==> src/rv_config.svh <==
`ifndef RV_CONFIG_SVH
`define RV_CONFIG_SVH

// datapath and register file sizing
`define RV_XLEN      32
`define RV_REG_AW    5
`define RV_NREGS     32
`define RV_RESET_PC  32'h0000_0000

// major opcodes of the kept RV32I subset
`define RV_OP_LUI    7'b0110111
`define RV_OP_AUIPC  7'b0010111
`define RV_OP_JAL    7'b1101111
`define RV_OP_JALR   7'b1100111
`define RV_OP_BRANCH 7'b1100011
`define RV_OP_IMM    7'b0010011
`define RV_OP_REG    7'b0110011

`endif

==> src/rv_pkg.sv <==
`default_nettype none
`include "rv_config.svh"

package rv_pkg;

    typedef logic [`RV_XLEN-1:0]   word_t;
    typedef logic [`RV_REG_AW-1:0] reg_addr_t;

    typedef enum logic [3:0] {
        ALU_ADD, ALU_SUB, ALU_AND, ALU_OR, ALU_XOR,
        ALU_SLL, ALU_SRL, ALU_SRA, ALU_SLT, ALU_SLTU
    } alu_op_e;

    typedef enum logic [2:0] {
        BR_NONE, BR_EQ, BR_NE, BR_LT, BR_GE, BR_LTU, BR_GEU
    } branch_op_e;

    // --------------------
    // instruction formats, msb first
    typedef struct packed {
        logic [6:0] funct7;
        reg_addr_t  rs2;
        reg_addr_t  rs1;
        logic [2:0] funct3;
        reg_addr_t  rd;
        logic [6:0] opcode;
    } r_fmt_t;

    typedef struct packed {
        logic [11:0] imm_11_0;
        reg_addr_t   rs1;
        logic [2:0]  funct3;
        reg_addr_t   rd;
        logic [6:0]  opcode;
    } i_fmt_t;

    typedef struct packed {
        logic [6:0] imm_11_5;
        reg_addr_t  rs2;
        reg_addr_t  rs1;
        logic [2:0] funct3;
        logic [4:0] imm_4_0;
        logic [6:0] opcode;
    } s_fmt_t;

    typedef struct packed {
        logic       imm_12;
        logic [5:0] imm_10_5;
        reg_addr_t  rs2;
        reg_addr_t  rs1;
        logic [2:0] funct3;
        logic [3:0] imm_4_1;
        logic       imm_11;
        logic [6:0] opcode;
    } b_fmt_t;

    typedef struct packed {
        logic [19:0] imm_31_12;
        reg_addr_t   rd;
        logic [6:0]  opcode;
    } u_fmt_t;

    typedef struct packed {
        logic       imm_20;
        logic [9:0] imm_10_1;
        logic       imm_11;
        logic [7:0] imm_19_12;
        reg_addr_t  rd;
        logic [6:0] opcode;
    } j_fmt_t;

    typedef union packed {
        r_fmt_t r;
        i_fmt_t i;
        s_fmt_t s;
        b_fmt_t b;
        u_fmt_t u;
        j_fmt_t j;
    } instr_u;

    // --------------------
    // stage payloads
    typedef struct packed {
        logic       valid;
        word_t      pc;
        word_t      imm;
        reg_addr_t  rs1;
        reg_addr_t  rs2;
        word_t      rs1_data;
        word_t      rs2_data;
        reg_addr_t  rd;
        logic       reg_write;
        alu_op_e    alu_op;
        branch_op_e branch_op;
        logic       is_jal;
        logic       is_jalr;
        logic       use_imm;
        logic       use_pc_a;
        logic       zero_a;
        logic       link;
    } dec_t;

    typedef struct packed {
        logic  taken;
        word_t target;
    } redirect_t;

    typedef struct packed {
        logic      valid;
        reg_addr_t rd;
        logic      reg_write;
        logic      link;
        word_t     alu_result;
        word_t     pc_plus4;
    } ex_t;

    typedef struct packed {
        logic      valid;
        reg_addr_t rd;
        word_t     data;
    } wb_t;

endpackage

`default_nettype wire

==> src/rv_regfile.sv <==
`timescale 1ns/1ps
`default_nettype none
`include "rv_config.svh"

module rv_regfile (
    input  wire                   clk,
    input  wire                   rst,
    input  wire rv_pkg::reg_addr_t i_rs1,
    input  wire rv_pkg::reg_addr_t i_rs2,
    input  wire rv_pkg::wb_t       i_wb,
    output rv_pkg::word_t          o_rs1_data,
    output rv_pkg::word_t          o_rs2_data
);

    rv_pkg::word_t regs [`RV_NREGS];

    // x0 never gets a valid write strobe
    always_ff @(posedge clk or negedge rst) begin
        if (!rst) begin
            for (int i = 0; i < `RV_NREGS; i++) begin
                regs[i] <= '0;
            end
        end else if (i_wb.valid) begin
            regs[i_wb.rd] <= i_wb.data;
        end
    end

    // x0 reads zero and a same-cycle write passes through
    function automatic rv_pkg::word_t read_port(input rv_pkg::reg_addr_t addr);
        if (addr == '0) begin
            return '0;
        end else if (i_wb.valid && i_wb.rd == addr) begin
            return i_wb.data;
        end
        return regs[addr];
    endfunction

    always_comb begin
        o_rs1_data = read_port(i_rs1);
        o_rs2_data = read_port(i_rs2);
    end

endmodule

`default_nettype wire

==> src/rv_decode.sv <==
`timescale 1ns/1ps
`default_nettype none
`include "rv_config.svh"

module rv_decode (
    input  wire                 clk,
    input  wire                 rst,
    input  wire rv_pkg::word_t  i_instr,
    input  wire rv_pkg::redirect_t i_redirect,
    input  wire rv_pkg::wb_t    i_wb,
    output rv_pkg::word_t       o_pc,
    output rv_pkg::dec_t        o_dec
);

    rv_pkg::word_t   r_pc;
    rv_pkg::instr_u  ins;
    rv_pkg::word_t   rs1_data;
    rv_pkg::word_t   rs2_data;
    rv_pkg::word_t   imm_i;
    rv_pkg::word_t   imm_b;
    rv_pkg::word_t   imm_u;
    rv_pkg::word_t   imm_j;
    rv_pkg::alu_op_e arith_op;
    rv_pkg::branch_op_e br_op;
    rv_pkg::dec_t    d_next;
    rv_pkg::dec_t    r_dec;

    // --------------------
    // program counter
    always_ff @(posedge clk or negedge rst) begin
        if (!rst) begin
            r_pc <= `RV_RESET_PC;
        end else if (i_redirect.taken) begin
            r_pc <= i_redirect.target;
        end else begin
            r_pc <= r_pc + 32'd4;
        end
    end

    assign ins = i_instr;

    // sign-extended immediates per format
    assign imm_i = {{20{ins.i.imm_11_0[11]}}, ins.i.imm_11_0};
    assign imm_b = {{20{ins.b.imm_12}}, ins.b.imm_11, ins.b.imm_10_5, ins.b.imm_4_1, 1'b0};
    assign imm_u = {ins.u.imm_31_12, 12'h000};
    assign imm_j = {{12{ins.j.imm_20}}, ins.j.imm_19_12, ins.j.imm_11, ins.j.imm_10_1, 1'b0};

    rv_regfile u_regfile (
        .clk        (clk),
        .rst        (rst),
        .i_rs1      (ins.r.rs1),
        .i_rs2      (ins.r.rs2),
        .i_wb       (i_wb),
        .o_rs1_data (rs1_data),
        .o_rs2_data (rs2_data)
    );

    // alu op from funct3, funct7 bit 5 picks sub and sra
    always_comb begin
        case (ins.r.funct3)
            3'b000: begin
                if (ins.r.opcode == `RV_OP_REG && ins.r.funct7[5]) begin
                    arith_op = rv_pkg::ALU_SUB;
                end else begin
                    arith_op = rv_pkg::ALU_ADD;
                end
            end
            3'b001: arith_op = rv_pkg::ALU_SLL;
            3'b010: arith_op = rv_pkg::ALU_SLT;
            3'b011: arith_op = rv_pkg::ALU_SLTU;
            3'b100: arith_op = rv_pkg::ALU_XOR;
            3'b101: arith_op = ins.r.funct7[5] ? rv_pkg::ALU_SRA : rv_pkg::ALU_SRL;
            3'b110: arith_op = rv_pkg::ALU_OR;
            default: arith_op = rv_pkg::ALU_AND;
        endcase
    end

    always_comb begin
        case (ins.b.funct3)
            3'b000: br_op = rv_pkg::BR_EQ;
            3'b001: br_op = rv_pkg::BR_NE;
            3'b100: br_op = rv_pkg::BR_LT;
            3'b101: br_op = rv_pkg::BR_GE;
            3'b110: br_op = rv_pkg::BR_LTU;
            3'b111: br_op = rv_pkg::BR_GEU;
            default: br_op = rv_pkg::BR_NONE;
        endcase
    end

    // --------------------
    // control fields
    always_comb begin
        d_next           = '0;
        d_next.valid     = 1'b1;
        d_next.pc        = r_pc;
        d_next.rs1       = ins.r.rs1;
        d_next.rs2       = ins.r.rs2;
        d_next.rs1_data  = rs1_data;
        d_next.rs2_data  = rs2_data;
        d_next.rd        = ins.r.rd;
        d_next.alu_op    = rv_pkg::ALU_ADD;
        d_next.branch_op = rv_pkg::BR_NONE;
        case (ins.r.opcode)
            `RV_OP_LUI: begin
                d_next.imm       = imm_u;
                d_next.reg_write = 1'b1;
                d_next.zero_a    = 1'b1;
                d_next.use_imm   = 1'b1;
            end
            `RV_OP_AUIPC: begin
                d_next.imm       = imm_u;
                d_next.reg_write = 1'b1;
                d_next.use_pc_a  = 1'b1;
                d_next.use_imm   = 1'b1;
            end
            `RV_OP_JAL: begin
                d_next.imm       = imm_j;
                d_next.reg_write = 1'b1;
                d_next.is_jal    = 1'b1;
                d_next.link      = 1'b1;
            end
            `RV_OP_JALR: begin
                d_next.imm       = imm_i;
                d_next.reg_write = 1'b1;
                d_next.is_jalr   = 1'b1;
                d_next.link      = 1'b1;
            end
            `RV_OP_BRANCH: begin
                d_next.imm       = imm_b;
                d_next.branch_op = br_op;
            end
            `RV_OP_IMM: begin
                d_next.imm       = imm_i;
                d_next.reg_write = 1'b1;
                d_next.use_imm   = 1'b1;
                d_next.alu_op    = arith_op;
            end
            `RV_OP_REG: begin
                d_next.reg_write = 1'b1;
                d_next.alu_op    = arith_op;
            end
            // unknown opcode, dropped below
            default: d_next.valid = 1'b0;
        endcase
    end

    // decode to execute register, bubble on redirect
    always_ff @(posedge clk or negedge rst) begin
        if (!rst) begin
            r_dec <= '0;
        end else if (i_redirect.taken || !d_next.valid) begin
            r_dec <= '0;
        end else begin
            r_dec <= d_next;
        end
    end

    assign o_pc  = r_pc;
    assign o_dec = r_dec;

endmodule

`default_nettype wire

==> src/rv_execute.sv <==
`timescale 1ns/1ps
`default_nettype none

module rv_execute (
    input  wire rv_pkg::dec_t i_dec,
    input  wire rv_pkg::wb_t  i_wb,
    output rv_pkg::redirect_t o_redirect,
    output rv_pkg::ex_t       o_ex
);

    rv_pkg::word_t op_a;
    rv_pkg::word_t op_b;
    rv_pkg::word_t alu_a;
    rv_pkg::word_t alu_b;
    rv_pkg::word_t alu_y;
    rv_pkg::word_t jalr_sum;
    logic          br_true;

    // --------------------
    // forwarding from write-back
    always_comb begin
        if (i_wb.valid && i_wb.rd == i_dec.rs1) begin
            op_a = i_wb.data;
        end else begin
            op_a = i_dec.rs1_data;
        end
        if (i_wb.valid && i_wb.rd == i_dec.rs2) begin
            op_b = i_wb.data;
        end else begin
            op_b = i_dec.rs2_data;
        end
    end

    // lui zeroes a, auipc uses pc
    always_comb begin
        if (i_dec.zero_a) begin
            alu_a = '0;
        end else if (i_dec.use_pc_a) begin
            alu_a = i_dec.pc;
        end else begin
            alu_a = op_a;
        end
        alu_b = i_dec.use_imm ? i_dec.imm : op_b;
    end

    // --------------------
    // alu
    always_comb begin
        case (i_dec.alu_op)
            rv_pkg::ALU_SUB:  alu_y = alu_a - alu_b;
            rv_pkg::ALU_AND:  alu_y = alu_a & alu_b;
            rv_pkg::ALU_OR:   alu_y = alu_a | alu_b;
            rv_pkg::ALU_XOR:  alu_y = alu_a ^ alu_b;
            rv_pkg::ALU_SLL:  alu_y = alu_a << alu_b[4:0];
            rv_pkg::ALU_SRL:  alu_y = alu_a >> alu_b[4:0];
            rv_pkg::ALU_SRA:  alu_y = $signed(alu_a) >>> alu_b[4:0];
            rv_pkg::ALU_SLT:  alu_y = ($signed(alu_a) < $signed(alu_b)) ? 32'd1 : 32'd0;
            rv_pkg::ALU_SLTU: alu_y = (alu_a < alu_b) ? 32'd1 : 32'd0;
            default:          alu_y = alu_a + alu_b;
        endcase
    end

    // branch compare on forwarded registers
    always_comb begin
        case (i_dec.branch_op)
            rv_pkg::BR_EQ:  br_true = (op_a == op_b);
            rv_pkg::BR_NE:  br_true = (op_a != op_b);
            rv_pkg::BR_LT:  br_true = ($signed(op_a) < $signed(op_b));
            rv_pkg::BR_GE:  br_true = ($signed(op_a) >= $signed(op_b));
            rv_pkg::BR_LTU: br_true = (op_a < op_b);
            rv_pkg::BR_GEU: br_true = (op_a >= op_b);
            default:        br_true = 1'b0;
        endcase
    end

    assign jalr_sum = op_a + i_dec.imm;

    // --------------------
    // redirect and result payload
    always_comb begin
        o_redirect.taken = i_dec.valid && (i_dec.is_jal || i_dec.is_jalr || br_true);
        if (i_dec.is_jalr) begin
            o_redirect.target = {jalr_sum[31:1], 1'b0};
        end else begin
            o_redirect.target = i_dec.pc + i_dec.imm;
        end
    end

    always_comb begin
        o_ex.valid      = i_dec.valid;
        o_ex.rd         = i_dec.rd;
        o_ex.reg_write  = i_dec.reg_write;
        o_ex.link       = i_dec.link;
        o_ex.alu_result = alu_y;
        o_ex.pc_plus4   = i_dec.pc + 32'd4;
    end

endmodule

`default_nettype wire

==> src/rv_result.sv <==
`timescale 1ns/1ps
`default_nettype none

module rv_result (
    input  wire              clk,
    input  wire              rst,
    input  wire rv_pkg::ex_t i_ex,
    output rv_pkg::wb_t      o_wb
);

    rv_pkg::ex_t r_ex;

    // execute to result register
    always_ff @(posedge clk or negedge rst) begin
        if (!rst) begin
            r_ex <= '0;
        end else begin
            r_ex <= i_ex;
        end
    end

    // --------------------
    // write-back select
    always_comb begin
        o_wb.valid = r_ex.valid && r_ex.reg_write && (r_ex.rd != '0);
        o_wb.rd    = r_ex.rd;
        // jumps write the return address
        if (r_ex.link) begin
            o_wb.data = r_ex.pc_plus4;
        end else begin
            o_wb.data = r_ex.alu_result;
        end
    end

endmodule

`default_nettype wire

==> src/rv_core.sv <==
`timescale 1ns/1ps
`default_nettype none

module rv_core (
    input  wire                clk,
    input  wire                rst,
    input  wire rv_pkg::word_t i_instr,
    output rv_pkg::word_t      o_pc,
    output rv_pkg::wb_t        o_wb
);

    rv_pkg::dec_t      dec;
    rv_pkg::redirect_t redirect;
    rv_pkg::ex_t       ex;
    rv_pkg::wb_t       wb;

    // --------------------
    // fetch and decode
    rv_decode u_decode (
        .clk        (clk),
        .rst        (rst),
        .i_instr    (i_instr),
        .i_redirect (redirect),
        .i_wb       (wb),
        .o_pc       (o_pc),
        .o_dec      (dec)
    );

    // alu, branches, jump targets
    rv_execute u_execute (
        .i_dec      (dec),
        .i_wb       (wb),
        .o_redirect (redirect),
        .o_ex       (ex)
    );

    // write-back
    rv_result u_result (
        .clk  (clk),
        .rst  (rst),
        .i_ex (ex),
        .o_wb (wb)
    );

    assign o_wb = wb;

endmodule

`default_nettype wire

==> config.mk <==
export PLATFORM = sky130hd
export DESIGN_NAME = rv_core
export DESIGN_NICKNAME = d
export VERILOG_FILES = /design/src/rv_pkg.sv /design/src/rv_regfile.sv /design/src/rv_decode.sv /design/src/rv_execute.sv /design/src/rv_result.sv /design/src/rv_core.sv
export VERILOG_INCLUDE_DIRS = /design/src
export SDC_FILE = /design/constraint.sdc
export NUM_CORES = 2
export LEC_CHECK = 0
export CORE_ASPECT_RATIO = 0.5
export CORE_UTILIZATION = 60
export CTS_BUF_LIST = sky130_fd_sc_hd__clkbuf_16
export DETAILED_ROUTE_END_ITERATION = 8
export DONT_BUFFER_PORTS = 1
export GPL_TIMING_DRIVEN = 0
export PLACE_DENSITY_LB_ADDON = 0.12
export SLEW_MARGIN = 20
export SYNTH_ARGS = -nofsm -noshare
export SYNTH_HDL_FRONTEND = slang
export SYNTH_SLANG_ARGS = --single-unit
export TNS_END_PERCENT = 30
==> constraint.sdc <==
create_clock -name clk -period 6.4 [get_ports clk]
set_clock_uncertainty 0.05 [all_clocks]
set_input_delay 0.96 -clock clk [delete_from_list [all_inputs] [get_ports clk]]
set_output_delay 0.96 -clock clk [all_outputs]
set_load 0.02 [all_outputs]
==> summary.txt <==
Yosys
  – Yosys reg bits: 1286
  – Total number of yosys warnings: 0
  – Dominant cells by area after synthesis: dfrtp_1 42%, mux4_2 19%, a21oi_1 7.3%
  – Share of Yosys cell area claimed by the top area cell type: between 40% and 50%
  – Mapped cell area: 76100 um2
  – Post-synth EDFFs: 0
  – FFs w/ async S/R, synth: 100%
  – Synth cell types: 92
  – Largest area contributor in the netlist: dfrtp_1
  – Mean Syn Cell Area: between 10 and 15 um2
  – Main synth FF type: dfrtp_1
  – Synthesized Nets: between 7000 and 8000
  – Cells after synthesis: 7365
  – Post-synth top cells: 1286 x dfrtp_1, 1218 x nor2_1, 1116 x a21oi_1
  – Count leader, synth: dfrtp_1
  – Post-synthesis sequential area ratio: 42.3%

Cells and area
  – FILL cells: 9463
  – Layout cells sized above 1: 14.9%
  – Fin nets: 7763
  – Syn-to-layout area delta: 9.74%

STA
  – Setup TNS Final: -0.246 ns
  – Tcrit/Tclk final: 102%
  – Slew HR: 6.25%
  – Final setup violation count: 3
  – Min Tclk post-route: 6.50 ns
  – Hold WS: -0.00331 ns
  – Slew Viols, Final: 0
  – Final Hold Fails: 2
  – RSZ-0062 raised after global routing: true
  – Fmax: 0.154 GHz
  – Slew @ Worst Pin: approximately 1.4 ns
  – Setup ws final: -0.103 ns

Setup path
  – Max FO, Critical Path: 10
  – R2R setup slack: -0.10 ns
  – CP Capture Type: flip-flop
  – Required time worst endpoint: approximately 6.9 ns
  – Reg-to-reg endpoint: u_result.r_ex[32]
  – Cells on worst reg2reg path: 20
  – Crit path launch type: flip-flop
  – Setup CP Type: flip-flop to flip-flop
  – Critical path arrival: 7.00 ns
  – R2R Path Start: u_result.r_ex[64]

Drt
  – DR pass1 iterations: 9
  – Detailed Route WL: 321 mm
  – Total vias in the final route: 68700
  – Drt via density: approximately 7.4
  – Antenna-violating nets left: 0
  – DR DRC count: 33
  – DR WL/cell: between 30 and 40 um
  – First-iteration detailed-routing DRC count: roughly 13000

Floorplanning
  – Die Wd: 506 um
  – Die area: about 130000 um2
  – CORE AREA: 125000 um2
  – Effective utilization at floorplan: 61.1%
  – Die Y-Extent: 254 um
  – Ports: 104
  – Cell Rows: 91

Run
  – Max Cap Viol: 0

Placement
  – Dpl ws: -1.98 ns
  – Dpl hpwl: 247 mm
  – RePlAce Congestion: 1.13
  – Port buffer count: 0

Clocking
  – Clock transition at path regs: 0.07 ns
  – TritonCTS clock tree: done
  – Num CTS Buffers: 108
  – CTS H-Tree Depth: 3
  – Clk_lat worst skew: 0.80 ns
  – CTS Sinks: 1286
  – Clk root buf: clkbuf_16
  – Clock Tree Buf Depth: 3

Power and ir drop
  – Switch share: between 20% and 30%
  – Leak: ~36 nW
  – Max IR drop VDD: 236 uV
  – Sw Pwr: 4.08 mW
  – Pwr/cell area: 189 nW/um2
  – Gate power share: 6.0%
  – Clock power frac: 41.7%
  – Cell internal pwr: approximately 12 mW
  – Register share of total power: roughly 52%

GRT
  – Antenna violations before repair: 24
  – Largest net degree at the start of global routing: 1287
  – Global router's overall resource usage: about 50%
  – Total congestion overflow: 0
  – Vias in the first global route: roughly 65000
  – First-pass GRT wire length: 452 mm

Min path
  – HP Class: input pin to asynchronous set/reset pin

Run status
  – Status: finished with violations
  – Failing checks: DRC, hold timing, setup timing
## cell type report
cell class,count,area (um2),share of cell area [%]
sequential,1286,32200,38.5
buffer,687,2920,3.50
timing repair buffer,67,843,1.01
clock buffer,108,2700,3.24
multi-input combinational,5236,41500,49.7
inverter,147,563,0.674
tap,1674,2090,2.51
clock inverter,83,644,0.772
antenna,13,32.5,0.0390
## critical path, cell delays in order, from the launching register on
cell and delay, ns:
dfrtp_1 0.33, clkbuf_4 0.27, buf_8 0.26, mux2i_4 0.79, inv_1 0.33, nand2_1 0.31, nor4_1 0.08, a311o_1 0.47
ha_1 0.34, clkbuf_1 0.28, nor3_1 0.21, o21ai_0 0.14, nor2_1 0.10, o21ai_1 0.13, a311oi_2 0.50, o21ai_1 0.22
a311o_1 0.36, o31a_1 0.31, o31a_1 0.29, nand4_1 0.24, o211ai_1 0.25
## registers in the layout, summed over array words and instances (netlist names)
register	count
u_decode.u_regfile.regs	1024
u_decode.o_dec	158
u_result.r_ex	67
u_decode.o_pc	32
u_result.o_wb	5
## layout by cell type (no fill, tap or decap), drive strengths merged, types with 21 or more instances in the layout
| cell | Yosys | layout |
|---|---|---|
| a31oi | 30 | 30 |
| o211ai | 48 | 48 |
| nor2 | 1218 | 1218 |
| a221oi | 23 | 23 |
| inv | 145 | 168 |
| xnor2 | 90 | 90 |
| and3 | 72 | 72 |
| clkinv | 2 | 52 |
| a21oi | 1116 | 1116 |
| o221ai | 21 | 21 |
| mux2i | 162 | 162 |
| o21ai | 282 | 282 |
| o21bai | 24 | 24 |
| a211oi | 170 | 170 |
| nand3 | 58 | 58 |
| mux4 | 641 | 641 |
| nand2 | 447 | 447 |
| buf | 125 | 186 |
| dfrtp | 1286 | 1286 |
| nor2b | 78 | 78 |
| xor2 | 57 | 57 |
| nor4 | 44 | 44 |
| ha | 192 | 192 |
| nand4 | 27 | 27 |
| a311o | 32 | 32 |
| clkbuf | 571 | 675 |
| o21a | 25 | 25 |
| nor3 | 39 | 39 |
| a21o | 58 | 58 |
## kinds of logic after synthesis
kind of cell,Yosys count,share of synthesized area (%)
AO/OA/AOI/OAI,1991,15.5
multiplexers,815,21.3
adder cells (fa/ha/maj),196,3.26
XOR/XNOR,147,1.69
flip-flops,1286,42.3
buffers and inverters,843,4.33
AND/OR/NAND/NOR,2087,11.6
## power groups by stage
stage          combinational [mW]  sequential (mW)  clock (mW)
2_1_floorplan               0.500             8.39           0
3_3_place_gp                0.723             8.42           0
3_5_place_dp                0.738             8.42           0
4_1_cts                     0.748             8.27        6.51
5_1_grt                     0.997             8.27        6.81
6_report                    0.952             8.27        6.59
## timing repair
item | CTS | global route
pin swaps | 7 | 12
gates resized for setup | 165 | 84
setup buffers | 17 | 18
endpoints found under the hold margin | 868 | 135
endpoints found under the setup margin | 218 | 207
## metal layers
metal	vias to the layer above	share of wire [%]	global-route usage, %
li1	27200	-	-
met1	34400	36	66.0
met2	6070	39	66.4
met3	1015	20	28.0
met4	38	5.0	20.0
met5	-	0.23	2.03
## per-stage QoR
step	utilization [%]	total power, mW	instances	instance area, um2
6_report	67.0	15.8	9301	83500
5_1_grt	67.0	16.1	9290	83500
4_1_cts	66.5	15.5	9264	82800
3_5_place_dp	63.3	9.16	9061	78800
3_3_place_gp	62.8	9.14	9039	78200
2_1_floorplan	-	8.89	7365	76100
## how the worst max path moves through the flow
stage,cells after the start,slack (ns),endpoint,startpoint
CTS,22,0.006,u_result.r_ex[63],u_result.r_ex[64]
finish,20,-0.10,u_result.r_ex[32],u_result.r_ex[64]
detailed placement,23,-1.98,u_result.r_ex[63],u_result.r_ex[64]
global placement,23,-3.05,u_result.r_ex[63],u_result.r_ex[64]
global route,22,-0.05,u_result.r_ex[63],u_result.o_wb[32]
floorplan,24,0.84,u_decode.o_dec[0],u_result.o_wb[35]
Note: power is estimated with default switching activity, not from simulation.
